--- src/include/dsp_core_defines.svh ---
`ifndef DSP_CORE_DEFINES_SVH
`define DSP_CORE_DEFINES_SVH

// sample and register width.
`define DSP_DATA_W 16

// depth of the instruction store and of the block register file.
`define DSP_N_BLOCKS 16

`define DSP_N_CHANNELS 16

// number of multiply-add lanes behind the dispatcher.
`define DSP_N_LANES 2

`define DSP_IN_CHANNEL 1
`define DSP_OUT_CHANNEL 0

// depth of every small pipeline queue.
`define DSP_FIFO_DEPTH 2

`endif

--- src/source/dsp_isa_pkg.sv ---
`default_nettype none

`include "dsp_core_defines.svh"

package dsp_isa_pkg;

	typedef logic signed [`DSP_DATA_W - 1:0] sample_t;
	typedef logic [$clog2(`DSP_N_BLOCKS) - 1:0] block_addr_t;
	typedef logic [$clog2(`DSP_N_CHANNELS) - 1:0] chan_addr_t;

	// only the multiply-add is implemented, any other code is skipped.
	typedef enum logic [4:0] {
		OP_MADD = 5'd0
	} opcode_e;

	typedef struct packed {
		logic [1:0] unused;
		opcode_e opcode;
		logic sat_disable;
		logic [4:0] shift;
		logic c_reg;		// a set flag reads block register src[0].
		logic b_reg;
		logic a_reg;
		chan_addr_t src_c;
		chan_addr_t src_b;
		chan_addr_t src_a;
		chan_addr_t dest;
	} instr_t;

endpackage

`default_nettype wire

--- src/source/dsp_pipe_pkg.sv ---
`default_nettype none

`include "dsp_core_defines.svh"

package dsp_pipe_pkg;

	// one multiply-add with its operands already fetched.
	typedef struct packed {
		dsp_isa_pkg::sample_t a;
		dsp_isa_pkg::sample_t b;
		dsp_isa_pkg::sample_t c;
		logic [4:0] shift;
		logic sat_disable;
		dsp_isa_pkg::chan_addr_t dest;
	} madd_op_t;

	typedef struct packed {
		dsp_isa_pkg::chan_addr_t dest;
		dsp_isa_pkg::sample_t value;
	} madd_result_t;

	typedef struct packed {
		logic en;
		dsp_isa_pkg::chan_addr_t addr;
		dsp_isa_pkg::sample_t value;
	} chan_write_t;

endpackage

`default_nettype wire

--- src/source/stage_fifo.sv ---
`timescale 1ns/1ps
`default_nettype none

`include "dsp_core_defines.svh"

module stage_fifo #(
	parameter type payload_t = logic
) (
	input  logic clk,
	input  logic reset,
	input  payload_t in_data,
	input  logic in_valid,
	input  logic out_ready,
	output logic in_ready,
	output payload_t out_data,
	output logic out_valid
);
	localparam int depth = `DSP_FIFO_DEPTH;
	localparam int ptr_w = (depth > 1) ? $clog2(depth) : 1;
	localparam int cnt_w = $clog2(depth + 1);

	payload_t entries [depth];
	logic [ptr_w - 1:0] wr_ptr;
	logic [ptr_w - 1:0] rd_ptr;
	logic [cnt_w - 1:0] count;
	logic push;
	logic pop;

	assign in_ready = (count != cnt_w'(depth));
	assign out_valid = (count != '0);
	assign out_data = entries[rd_ptr];
	assign push = in_valid && in_ready;
	assign pop = out_valid && out_ready;

	always_ff @(posedge clk) begin
		if (push)
			entries[wr_ptr] <= in_data;
	end

	always_ff @(posedge clk) begin
		if (reset) begin
			wr_ptr <= '0;
			rd_ptr <= '0;
			count <= '0;
		end else begin
			if (push)
				wr_ptr <= (wr_ptr == ptr_w'(depth - 1)) ? '0 : wr_ptr + 1'b1;
			if (pop)
				rd_ptr <= (rd_ptr == ptr_w'(depth - 1)) ? '0 : rd_ptr + 1'b1;
			count <= count + cnt_w'(push) - cnt_w'(pop);
		end
	end

	// an offer that meets a full queue is held until the queue takes it.
	assert property (@(posedge clk) disable iff (reset)
		in_valid && !in_ready |=> in_valid && $stable(in_data))
		else $error("stage_fifo input offer was dropped while the queue was full");

endmodule

`default_nettype wire

--- src/source/block_sequencer.sv ---
`timescale 1ns/1ps
`default_nettype none

`include "dsp_core_defines.svh"

module block_sequencer (
	input  logic clk,
	input  logic reset,
	input  logic enable,
	input  logic tick,
	input  logic full_reset,
	input  logic instr_write,
	input  logic reg_write,
	input  dsp_isa_pkg::block_addr_t block_target,
	input  logic reg_target,
	input  dsp_isa_pkg::instr_t instr_value,
	input  dsp_isa_pkg::sample_t reg_value,
	input  dsp_isa_pkg::sample_t [2:0] chan_data,
	input  logic op_ready,
	input  logic period_done,
	output dsp_isa_pkg::chan_addr_t [2:0] chan_addr,
	output dsp_pipe_pkg::madd_op_t op,
	output logic op_valid,
	output logic period_start,
	output logic [$clog2(`DSP_N_BLOCKS + 1) - 1:0] op_total,
	output logic busy,
	output logic resetting
);
	import dsp_isa_pkg::*;

	localparam int cnt_w = $clog2(`DSP_N_BLOCKS + 1);

	instr_t instrs [`DSP_N_BLOCKS];
	sample_t block_regs [`DSP_N_BLOCKS][2];
	logic [cnt_w - 1:0] n_blocks_running;
	logic [cnt_w - 1:0] total_q;
	logic [cnt_w - 1:0] issued;
	block_addr_t cur_blk;
	block_addr_t sweep_addr;
	instr_t cur_instr;
	sample_t opnd_a;
	sample_t opnd_b;
	sample_t opnd_c;
	logic issue_slot;

	assign period_start = tick && enable && !busy && !resetting;
	assign cur_instr = instrs[cur_blk];
	assign chan_addr[0] = cur_instr.src_a;
	assign chan_addr[1] = cur_instr.src_b;
	assign chan_addr[2] = cur_instr.src_c;
	assign issue_slot = busy && (issued != total_q) && (!op_valid || op_ready);

	always_comb begin
		opnd_a = cur_instr.a_reg ? block_regs[cur_blk][cur_instr.src_a[0]] : chan_data[0];
		opnd_b = cur_instr.b_reg ? block_regs[cur_blk][cur_instr.src_b[0]] : chan_data[1];
		opnd_c = cur_instr.c_reg ? block_regs[cur_blk][cur_instr.src_c[0]] : chan_data[2];
	end

	// operations this period, known up front so that commit can tell when it is done.
	always_comb begin
		op_total = '0;
		for (int i = 0; i < `DSP_N_BLOCKS; i++) begin
			if (i < n_blocks_running && instrs[i].opcode == OP_MADD)
				op_total = op_total + 1'b1;
		end
	end

	always_ff @(posedge clk) begin
		if (resetting)
			instrs[sweep_addr] <= '0;
		else if (instr_write)
			instrs[block_target] <= instr_value;
		if (reg_write)
			block_regs[block_target][reg_target] <= reg_value;
	end

	always_ff @(posedge clk) begin
		if (reset) begin
			n_blocks_running <= '0;
			resetting <= 1'b0;
			sweep_addr <= '0;
		end else if (full_reset) begin
			n_blocks_running <= '0;
			resetting <= 1'b1;
			sweep_addr <= '0;
		end else if (resetting) begin
			sweep_addr <= sweep_addr + 1'b1;
			if (sweep_addr == block_addr_t'(`DSP_N_BLOCKS - 1))
				resetting <= 1'b0;	// one store entry per cycle.
		end else if (instr_write && cnt_w'(block_target) >= n_blocks_running) begin
			n_blocks_running <= cnt_w'(block_target) + 1'b1;
		end
	end

	always_ff @(posedge clk) begin
		if (reset || full_reset) begin
			busy <= 1'b0;
			op_valid <= 1'b0;
			cur_blk <= '0;
			issued <= '0;
			total_q <= '0;
		end else if (period_start) begin
			busy <= 1'b1;
			cur_blk <= '0;
			issued <= '0;
			total_q <= op_total;
		end else if (busy) begin
			if (op_ready)
				op_valid <= 1'b0;
			if (issue_slot) begin
				cur_blk <= cur_blk + 1'b1;
				if (cur_instr.opcode == OP_MADD) begin
					op_valid <= 1'b1;
					issued <= issued + 1'b1;
				end
			end
			if (period_done)
				busy <= 1'b0;
		end
	end

	always_ff @(posedge clk) begin
		if (issue_slot) begin
			op <= '{
				a: opnd_a,
				b: opnd_b,
				c: opnd_c,
				shift: cur_instr.shift,
				sat_disable: cur_instr.sat_disable,
				dest: cur_instr.dest
			};
		end
	end

	assert property (@(posedge clk) disable iff (reset) resetting |-> !op_valid)
		else $error("operation offered during full reset");

endmodule

`default_nettype wire

--- src/source/channel_bank.sv ---
`timescale 1ns/1ps
`default_nettype none

`include "dsp_core_defines.svh"

module channel_bank (
	input  logic clk,
	input  logic reset,
	input  logic full_reset,
	input  logic period_start,
	input  dsp_isa_pkg::sample_t sample_in,
	input  dsp_isa_pkg::chan_addr_t [2:0] chan_addr,
	input  dsp_pipe_pkg::chan_write_t chan_write,
	output dsp_isa_pkg::sample_t [2:0] chan_data,
	output dsp_isa_pkg::sample_t sample_out
);
	import dsp_isa_pkg::*;

	sample_t snap_bank [`DSP_N_CHANNELS];	// read by every block of the period.
	sample_t write_bank [`DSP_N_CHANNELS];

	always_comb begin
		for (int k = 0; k < 3; k++)
			chan_data[k] = snap_bank[chan_addr[k]];
	end

	always_ff @(posedge clk) begin
		if (reset || full_reset) begin
			for (int i = 0; i < `DSP_N_CHANNELS; i++) begin
				snap_bank[i] <= '0;
				write_bank[i] <= '0;
			end
		end else begin
			if (period_start) begin
				for (int i = 0; i < `DSP_N_CHANNELS; i++)
					snap_bank[i] <= write_bank[i];
				snap_bank[`DSP_IN_CHANNEL] <= sample_in;	// the new sample wins over the old one.
			end
			if (chan_write.en)
				write_bank[chan_write.addr] <= chan_write.value;
		end
	end

	always_ff @(posedge clk) begin
		if (reset)
			sample_out <= '0;
		else if (period_start)
			sample_out <= write_bank[`DSP_OUT_CHANNEL];
	end

endmodule

`default_nettype wire

--- src/source/op_dispatch.sv ---
`timescale 1ns/1ps
`default_nettype none

`include "dsp_core_defines.svh"

module op_dispatch (
	input  logic clk,
	input  logic reset,
	input  dsp_pipe_pkg::madd_op_t op,
	input  logic op_valid,
	input  logic [`DSP_N_LANES - 1:0] lane_ready,
	output logic op_ready,
	output dsp_pipe_pkg::madd_op_t lane_op,
	output logic [`DSP_N_LANES - 1:0] lane_valid
);
	import dsp_pipe_pkg::*;

	localparam int turn_w = (`DSP_N_LANES > 1) ? $clog2(`DSP_N_LANES) : 1;

	logic [turn_w - 1:0] turn;
	logic head_valid;
	logic head_ready;

	stage_fifo #(.payload_t(madd_op_t)) u_op_fifo (
		.clk(clk),
		.reset(reset),
		.in_data(op),
		.in_valid(op_valid),
		.in_ready(op_ready),
		.out_data(lane_op),
		.out_valid(head_valid),
		.out_ready(head_ready)
	);

	// the head only goes to the lane whose turn it is, commit drains in the same order.
	assign head_ready = lane_ready[turn];

	always_comb begin
		lane_valid = '0;
		lane_valid[turn] = head_valid;
	end

	always_ff @(posedge clk) begin
		if (reset)
			turn <= '0;
		else if (head_valid && head_ready)
			turn <= (turn == turn_w'(`DSP_N_LANES - 1)) ? '0 : turn + 1'b1;
	end

	// an offered operation waits at its lane until that lane takes it.
	assert property (@(posedge clk) disable iff (reset)
		(|lane_valid) && !(|(lane_valid & lane_ready))
		|=> $stable(lane_valid) && $stable(lane_op))
		else $error("lane offer changed before the lane took it");

endmodule

`default_nettype wire

--- src/source/madd_lane.sv ---
`timescale 1ns/1ps
`default_nettype none

`include "dsp_core_defines.svh"

module madd_lane (
	input  logic clk,
	input  logic reset,
	input  dsp_pipe_pkg::madd_op_t in_op,
	input  logic in_valid,
	input  logic out_ready,
	output logic in_ready,
	output dsp_pipe_pkg::madd_result_t out_result,
	output logic out_valid
);
	import dsp_isa_pkg::*;
	import dsp_pipe_pkg::*;

	localparam int prod_w = 2 * `DSP_DATA_W;
	localparam sample_t max_sample = {1'b0, {(`DSP_DATA_W - 1){1'b1}}};
	localparam sample_t min_sample = {1'b1, {(`DSP_DATA_W - 1){1'b0}}};

	logic stage_en;
	logic mul_valid;
	logic signed [prod_w - 1:0] mul_prod;
	sample_t mul_c;
	logic [4:0] mul_shift;
	logic mul_sat_disable;
	chan_addr_t mul_dest;
	logic add_valid;
	logic signed [prod_w - 1:0] add_sum;
	logic add_sat_disable;
	chan_addr_t add_dest;
	madd_result_t sat_result;

	assign in_ready = stage_en;	// a full output queue freezes the whole lane.

	always_ff @(posedge clk) begin
		if (reset) begin
			mul_valid <= 1'b0;
			add_valid <= 1'b0;
		end else if (stage_en) begin
			mul_valid <= in_valid;
			add_valid <= mul_valid;
		end
	end

	always_ff @(posedge clk) begin
		if (stage_en) begin
			mul_prod <= in_op.a * in_op.b;
			mul_c <= in_op.c;
			mul_shift <= in_op.shift;
			mul_sat_disable <= in_op.sat_disable;
			mul_dest <= in_op.dest;
			add_sum <= (mul_prod >>> mul_shift) + mul_c;
			add_sat_disable <= mul_sat_disable;
			add_dest <= mul_dest;
		end
	end

	always_comb begin
		sat_result.dest = add_dest;
		if (add_sat_disable)
			sat_result.value = add_sum[`DSP_DATA_W - 1:0];	// wraps.
		else if (add_sum > max_sample)
			sat_result.value = max_sample;
		else if (add_sum < min_sample)
			sat_result.value = min_sample;
		else
			sat_result.value = add_sum[`DSP_DATA_W - 1:0];
	end

	// the queue entry is the third stage of the lane.
	stage_fifo #(.payload_t(madd_result_t)) u_result_fifo (
		.clk(clk),
		.reset(reset),
		.in_data(sat_result),
		.in_valid(add_valid),
		.in_ready(stage_en),
		.out_data(out_result),
		.out_valid(out_valid),
		.out_ready(out_ready)
	);

endmodule

`default_nettype wire

--- src/source/commit_master.sv ---
`timescale 1ns/1ps
`default_nettype none

`include "dsp_core_defines.svh"

module commit_master (
	input  logic clk,
	input  logic reset,
	input  logic period_start,
	input  logic [$clog2(`DSP_N_BLOCKS + 1) - 1:0] op_total,
	input  dsp_pipe_pkg::madd_result_t [`DSP_N_LANES - 1:0] lane_result,
	input  logic [`DSP_N_LANES - 1:0] lane_valid,
	output logic [`DSP_N_LANES - 1:0] lane_ready,
	output dsp_pipe_pkg::chan_write_t chan_write,
	output logic period_done
);
	import dsp_pipe_pkg::*;

	localparam int cnt_w = $clog2(`DSP_N_BLOCKS + 1);
	localparam int turn_w = (`DSP_N_LANES > 1) ? $clog2(`DSP_N_LANES) : 1;

	logic active;
	logic [turn_w - 1:0] turn;
	logic [cnt_w - 1:0] total_q;
	logic [cnt_w - 1:0] committed;
	logic [cnt_w - 1:0] committed_next;
	logic fire;
	madd_result_t head;

	// the turn runs on across periods, so it stays aligned with the dispatcher.
	assign head = lane_result[turn];
	assign fire = active && lane_valid[turn];
	assign committed_next = committed + cnt_w'(fire);
	assign period_done = active && (committed_next == total_q);

	always_comb begin
		lane_ready = '0;
		lane_ready[turn] = active;
	end

	assign chan_write = '{en: fire, addr: head.dest, value: head.value};

	always_ff @(posedge clk) begin
		if (reset) begin
			active <= 1'b0;
			turn <= '0;
			total_q <= '0;
			committed <= '0;
		end else if (period_start) begin
			active <= 1'b1;
			total_q <= op_total;
			committed <= '0;
		end else if (active) begin
			committed <= committed_next;
			if (fire)
				turn <= (turn == turn_w'(`DSP_N_LANES - 1)) ? '0 : turn + 1'b1;
			if (period_done)
				active <= 1'b0;
		end
	end

endmodule

`default_nettype wire

--- src/source/dsp_core.sv ---
`timescale 1ns/1ps
`default_nettype none

`include "dsp_core_defines.svh"

module dsp_core (
	input  logic clk,
	input  logic reset,
	input  logic enable,
	input  logic tick,
	input  dsp_isa_pkg::sample_t sample_in,
	input  logic instr_write,
	input  logic reg_write,
	input  dsp_isa_pkg::block_addr_t block_target,
	input  logic reg_target,
	input  dsp_isa_pkg::instr_t instr_value,
	input  dsp_isa_pkg::sample_t reg_value,
	input  logic full_reset,
	output dsp_isa_pkg::sample_t sample_out,
	output logic busy,
	output logic resetting
);
	import dsp_isa_pkg::*;
	import dsp_pipe_pkg::*;

	logic pipe_reset;
	chan_addr_t [2:0] chan_addr;
	sample_t [2:0] chan_data;
	madd_op_t seq_op;
	logic seq_op_valid;
	logic seq_op_ready;
	logic period_start;
	logic period_done;
	logic [$clog2(`DSP_N_BLOCKS + 1) - 1:0] op_total;
	madd_op_t lane_op;
	logic [`DSP_N_LANES - 1:0] lane_in_valid;
	logic [`DSP_N_LANES - 1:0] lane_in_ready;
	madd_result_t [`DSP_N_LANES - 1:0] lane_result;
	logic [`DSP_N_LANES - 1:0] lane_out_valid;
	logic [`DSP_N_LANES - 1:0] lane_out_ready;
	chan_write_t chan_write;

	assign pipe_reset = reset || resetting;	// in-flight work is dropped by a full reset.

	block_sequencer u_sequencer (
		.clk(clk),
		.reset(reset),
		.enable(enable),
		.tick(tick),
		.full_reset(full_reset),
		.instr_write(instr_write),
		.reg_write(reg_write),
		.block_target(block_target),
		.reg_target(reg_target),
		.instr_value(instr_value),
		.reg_value(reg_value),
		.chan_data(chan_data),
		.op_ready(seq_op_ready),
		.period_done(period_done),
		.chan_addr(chan_addr),
		.op(seq_op),
		.op_valid(seq_op_valid),
		.period_start(period_start),
		.op_total(op_total),
		.busy(busy),
		.resetting(resetting)
	);

	channel_bank u_channels (
		.clk(clk),
		.reset(reset),
		.full_reset(full_reset),
		.period_start(period_start),
		.sample_in(sample_in),
		.chan_addr(chan_addr),
		.chan_write(chan_write),
		.chan_data(chan_data),
		.sample_out(sample_out)
	);

	op_dispatch u_dispatch (
		.clk(clk),
		.reset(pipe_reset),
		.op(seq_op),
		.op_valid(seq_op_valid),
		.lane_ready(lane_in_ready),
		.op_ready(seq_op_ready),
		.lane_op(lane_op),
		.lane_valid(lane_in_valid)
	);

	for (genvar k = 0; k < `DSP_N_LANES; k++) begin : g_lane
		madd_lane u_lane (
			.clk(clk),
			.reset(pipe_reset),
			.in_op(lane_op),
			.in_valid(lane_in_valid[k]),
			.out_ready(lane_out_ready[k]),
			.in_ready(lane_in_ready[k]),
			.out_result(lane_result[k]),
			.out_valid(lane_out_valid[k])
		);
	end

	commit_master u_commit (
		.clk(clk),
		.reset(pipe_reset),
		.period_start(period_start),
		.op_total(op_total),
		.lane_result(lane_result),
		.lane_valid(lane_out_valid),
		.lane_ready(lane_out_ready),
		.chan_write(chan_write),
		.period_done(period_done)
	);

endmodule

`default_nettype wire

--- config.mk ---
export PLATFORM = sky130hd
export DESIGN_NAME = dsp_core
export DESIGN_NICKNAME = d
export VERILOG_FILES = /design/src/source/dsp_isa_pkg.sv /design/src/source/dsp_pipe_pkg.sv /design/src/source/stage_fifo.sv /design/src/source/block_sequencer.sv /design/src/source/channel_bank.sv /design/src/source/op_dispatch.sv /design/src/source/madd_lane.sv /design/src/source/commit_master.sv /design/src/source/dsp_core.sv
export VERILOG_INCLUDE_DIRS = /design/src /design/src/include
export SDC_FILE = /design/constraint.sdc
export NUM_CORES = 2
export LEC_CHECK = 0
export BUFFER_PORTS_ARGS = -buffer_cell sky130_fd_sc_hd__buf_2
export CELL_PAD_IN_SITES_DETAIL_PLACEMENT = 0
export CELL_PAD_IN_SITES_GLOBAL_PLACEMENT = 1
export CORE_MARGIN = 4
export CORE_UTILIZATION = 49
export DETAILED_ROUTE_END_ITERATION = 7
export HOLD_SLACK_MARGIN = 0.08
export PLACE_DENSITY = 0.84
export SETUP_SLACK_MARGIN = 0.02
export SYNTH_ARGS = -nofsm -noshare
export SYNTH_HDL_FRONTEND = slang
export SYNTH_HIERARCHICAL = 1
export SYNTH_SLANG_ARGS = --single-unit
--- constraint.sdc ---
create_clock -name clk -period 8.76 [get_ports clk]
set_input_delay 0.876 -clock clk [delete_from_list [all_inputs] [get_ports clk]]
set_output_delay 0.876 -clock clk [all_outputs]
set_load 0.1 [all_outputs]
==> run metrics <==
Post-synth EDFFs 1836; most frequent cell after synthesis edfxtp_1; first-pass GRT wire length 426 mm; CP max stage delay 580 ps; Clock Root Buffer clkbuf_16; Avg Inst Size Synth 14.0 µm²; Pwr Density 167 nW/µm²; cell area after synthesis 109000 µm²; vias in the first global route 67500; largest net degree at the start of global routing 174; Post-DP HPWL 181 mm; Max-Cap Viols 0; DIE HEIGHT 479 µm; Initial Utilization 0.494; dominant cell type by area after synthesis edfxtp_1; Slew Limit Fails 0; Mapped Nets 8633; peak supply drop 0.323 mV; DRC viols 0; worst skew pair latency 860 ps; Hold WS 356 ps; # rows 172; initial DRC count 7175; grt total ovfl 0; crit-path most repeated cell ha_4; Synthesis Warnings 6; ranking of synthesized cells by area edfxtp_1, mux4_2, fa_1; fin cells 11000; Clock transition at path regs 60 ps; Hold Startpoint sample_in[9]; flop2flop setup slack 180 ps; Yosys reg bits 2010; Buffers on Ports 91; max frequency 116 MHz; CTS tree yes; top cell type's share of synthesized area 0.507; CP Launch Type flop; synth unique cells 110; layout cell share with drive strength beyond 1 0.177; Final Hold Fails 0; RSZ-0062 raised after global routing yes; Worst R2R Start u_sequencer/instrs[0][26]; first drt pass iteration count 6; CP max stage cell or4_4; area grow syn2layout 10.4%; All-Layer GR Usage 0.244; Clock Tree Buf Depth 3; leading register cell type out of synthesis edfxtp_1; Tightest Hold Check Type in2reg; Worst Path Required 9490 ps; Final Cycle Share 0.980; crit path DAT 9320 ps; Vias per Instance 5.99; critical-path maximum fanout 3; Worst Skew 104 ps; wirelength, routed 280 mm; antenna violations before repair 2; Final ANT Viol Nets 0; I/O Pins 94; H-Tree Depth 4; status finished, final reports clean; Die Area 230000 µm²; Crit Path Class reg2reg; Leak Pwr 44.8 nW; critical path capture point type flop; CP startpoint u_sequencer/instrs[0][26]; ys async rst share 0; placer's final routability congestion estimate 0.906; Worst-Margin Slew 1310 ps; Final setup viols 0; TritonCTS Sinks 2010; Slew headroom 0.121; final net count 8741; register area share after synthesis 0.539; core area 220000 µm²; Syn Inst Count 7772; via count 65900; # placed instances 10600; per-cell routed wire length 25.5 µm; die span in x 479 µm; post-layout min period 8580 ps; Commonest cells post-synth edfxtp_1, nor2_1, inv_1; CTS Buf Count 190
==> cells by family (layout without fill, tap and decap cells) <==
| group | after synthesis | in the layout | synth area share |
|---|---|---|---|
| other cells | 0 | 1 | 0 |
| flops | 2010 | 2010 | 0.539 |
| mux | 891 | 891 | 0.142 |
| buf+inv | 1061 | 1333 | 0.0379 |
| simple gates | 1996 | 1996 | 0.0869 |
| xor+xnor | 204 | 204 | 0.0177 |
| fa+ha+maj | 785 | 785 | 0.127 |
| compound gates | 825 | 825 | 0.0501 |
==> repair_timing <==
item	in CTS	in global routing
setup endpoints to repair	4	8
setup buffers	15	1
resized for setup	35	38
hold buffers	0	0
pin swaps	27	37
==> metrics by stage <==
step / utilization / setup TNS, ps / setup WS (ps) / total power [mW] / instance area, µm²
6_report: 0.545 / 0 / 176 / 20.0 / 120000
5_1_grt: 0.545 / -555 / -338 / 20.7 / 120000
4_1_cts: 0.544 / -81.7 / -81.7 / 20.1 / 120000
3_5_place_dp: 0.514 / -1060 / -557 / 11.8 / 113000
3_3_place_gp: 0.514 / -1180 / -605 / 11.8 / 113000
2_1_floorplan: - / 0 / 58.6 / 11.5 / 109000
==> per-layer routing <==
layer | share of wire | track usage
met5 | 0 | 0
met4 | 0.040 | 0.0911
met3 | 0.091 | 0.0443
met2 | 0.48 | 0.394
met1 | 0.39 | 0.334
==> flip-flops by register name, indices dropped and copies added, names as in the netlist, 5 cells and up, named ones only <==
name / cells
g_lane.u_lane/add_dest: 8
g_lane.u_lane/add_sum: 64
g_lane.u_lane/mul_c: 32
g_lane.u_lane/mul_dest: 8
g_lane.u_lane/mul_prod: 64
g_lane.u_lane/mul_shift: 10
g_lane.u_lane/u_result_fifo/entries: 80
u_channels/sample_out: 16
u_channels/snap_bank: 256
u_channels/write_bank: 240
u_commit/committed: 5
u_commit/total_q: 5
u_dispatch/u_op_fifo/entries: 116
u_sequencer/block_regs: 512
u_sequencer/instrs: 480
u_sequencer/issued: 5
u_sequencer/n_blocks_running: 5
u_sequencer/op: 58
u_sequencer/total_q: 5
==> cell usage in the layout, fill, tap and decap left out, types with 31 or more instances in the layout <==
cell type	netlist	routed
a21o_1	76	76
buf_4	17	227
nor2b_1	37	31
and3_1	167	166
clkinv_1	2	37
nand3_1	47	46
clkbuf_16	0	193
nor3_1	58	56
inv_1	646	642
mux2_2	152	150
mux4_2	507	501
a21oi_1	228	224
buf_2	35	91
xnor2_1	128	123
a211oi_1	40	39
a22oi_1	97	97
nand2b_1	53	51
fa_1	526	526
nand2_1	526	523
edfxtp_1	1836	1836
mux2i_1	228	228
ha_1	259	250
dfxtp_1	174	169
o21ai_0	162	140
xor2_1	66	66
clkbuf_1	307	43
and2_1	288	288
nor2_1	682	658
==> cell type report <==
type	count	area [µm²]
fillers	17500	100000
flip-flops and latches	2010	58600
multi-input cells	4701	46700
clock buffers	247	5140
well taps	2958	3700
inverters	652	2450
repair buffers	325	2270
clock inverters	109	1300
diodes	1	2.50
==> path summary, 6_finish.rpt <==
path	end	cells past startpoint
worst max-delay path	u_sequencer/total_q[4]	49
worst min-delay path	u_channels/snap_bank[1][9]	2
worst max register to register	u_sequencer/total_q[4]	49
worst min register to register	u_dispatch/u_op_fifo/entries[0][8]	0
==> critical path, delay by kind of cell (launching register included) <==
kind	cells	cell delay (ps)
adder cells (fa/ha/maj)	9	2240
multiplexers	3	660
XOR/XNOR	7	1040
AND/OR/NAND/NOR	10	1440
flip-flops	1	370
buffers and inverters	3	360
AO/OA/AOI/OAI	17	2310
==> power breakdown <==
part	switching, mW	leakage (nW)	internal (mW)
registers	0.0835	19.2	10.6
clock network	3.70	3.09	4.67
logic	0.628	22.5	0.324
Note: power is estimated with default switching activity, not from simulation.
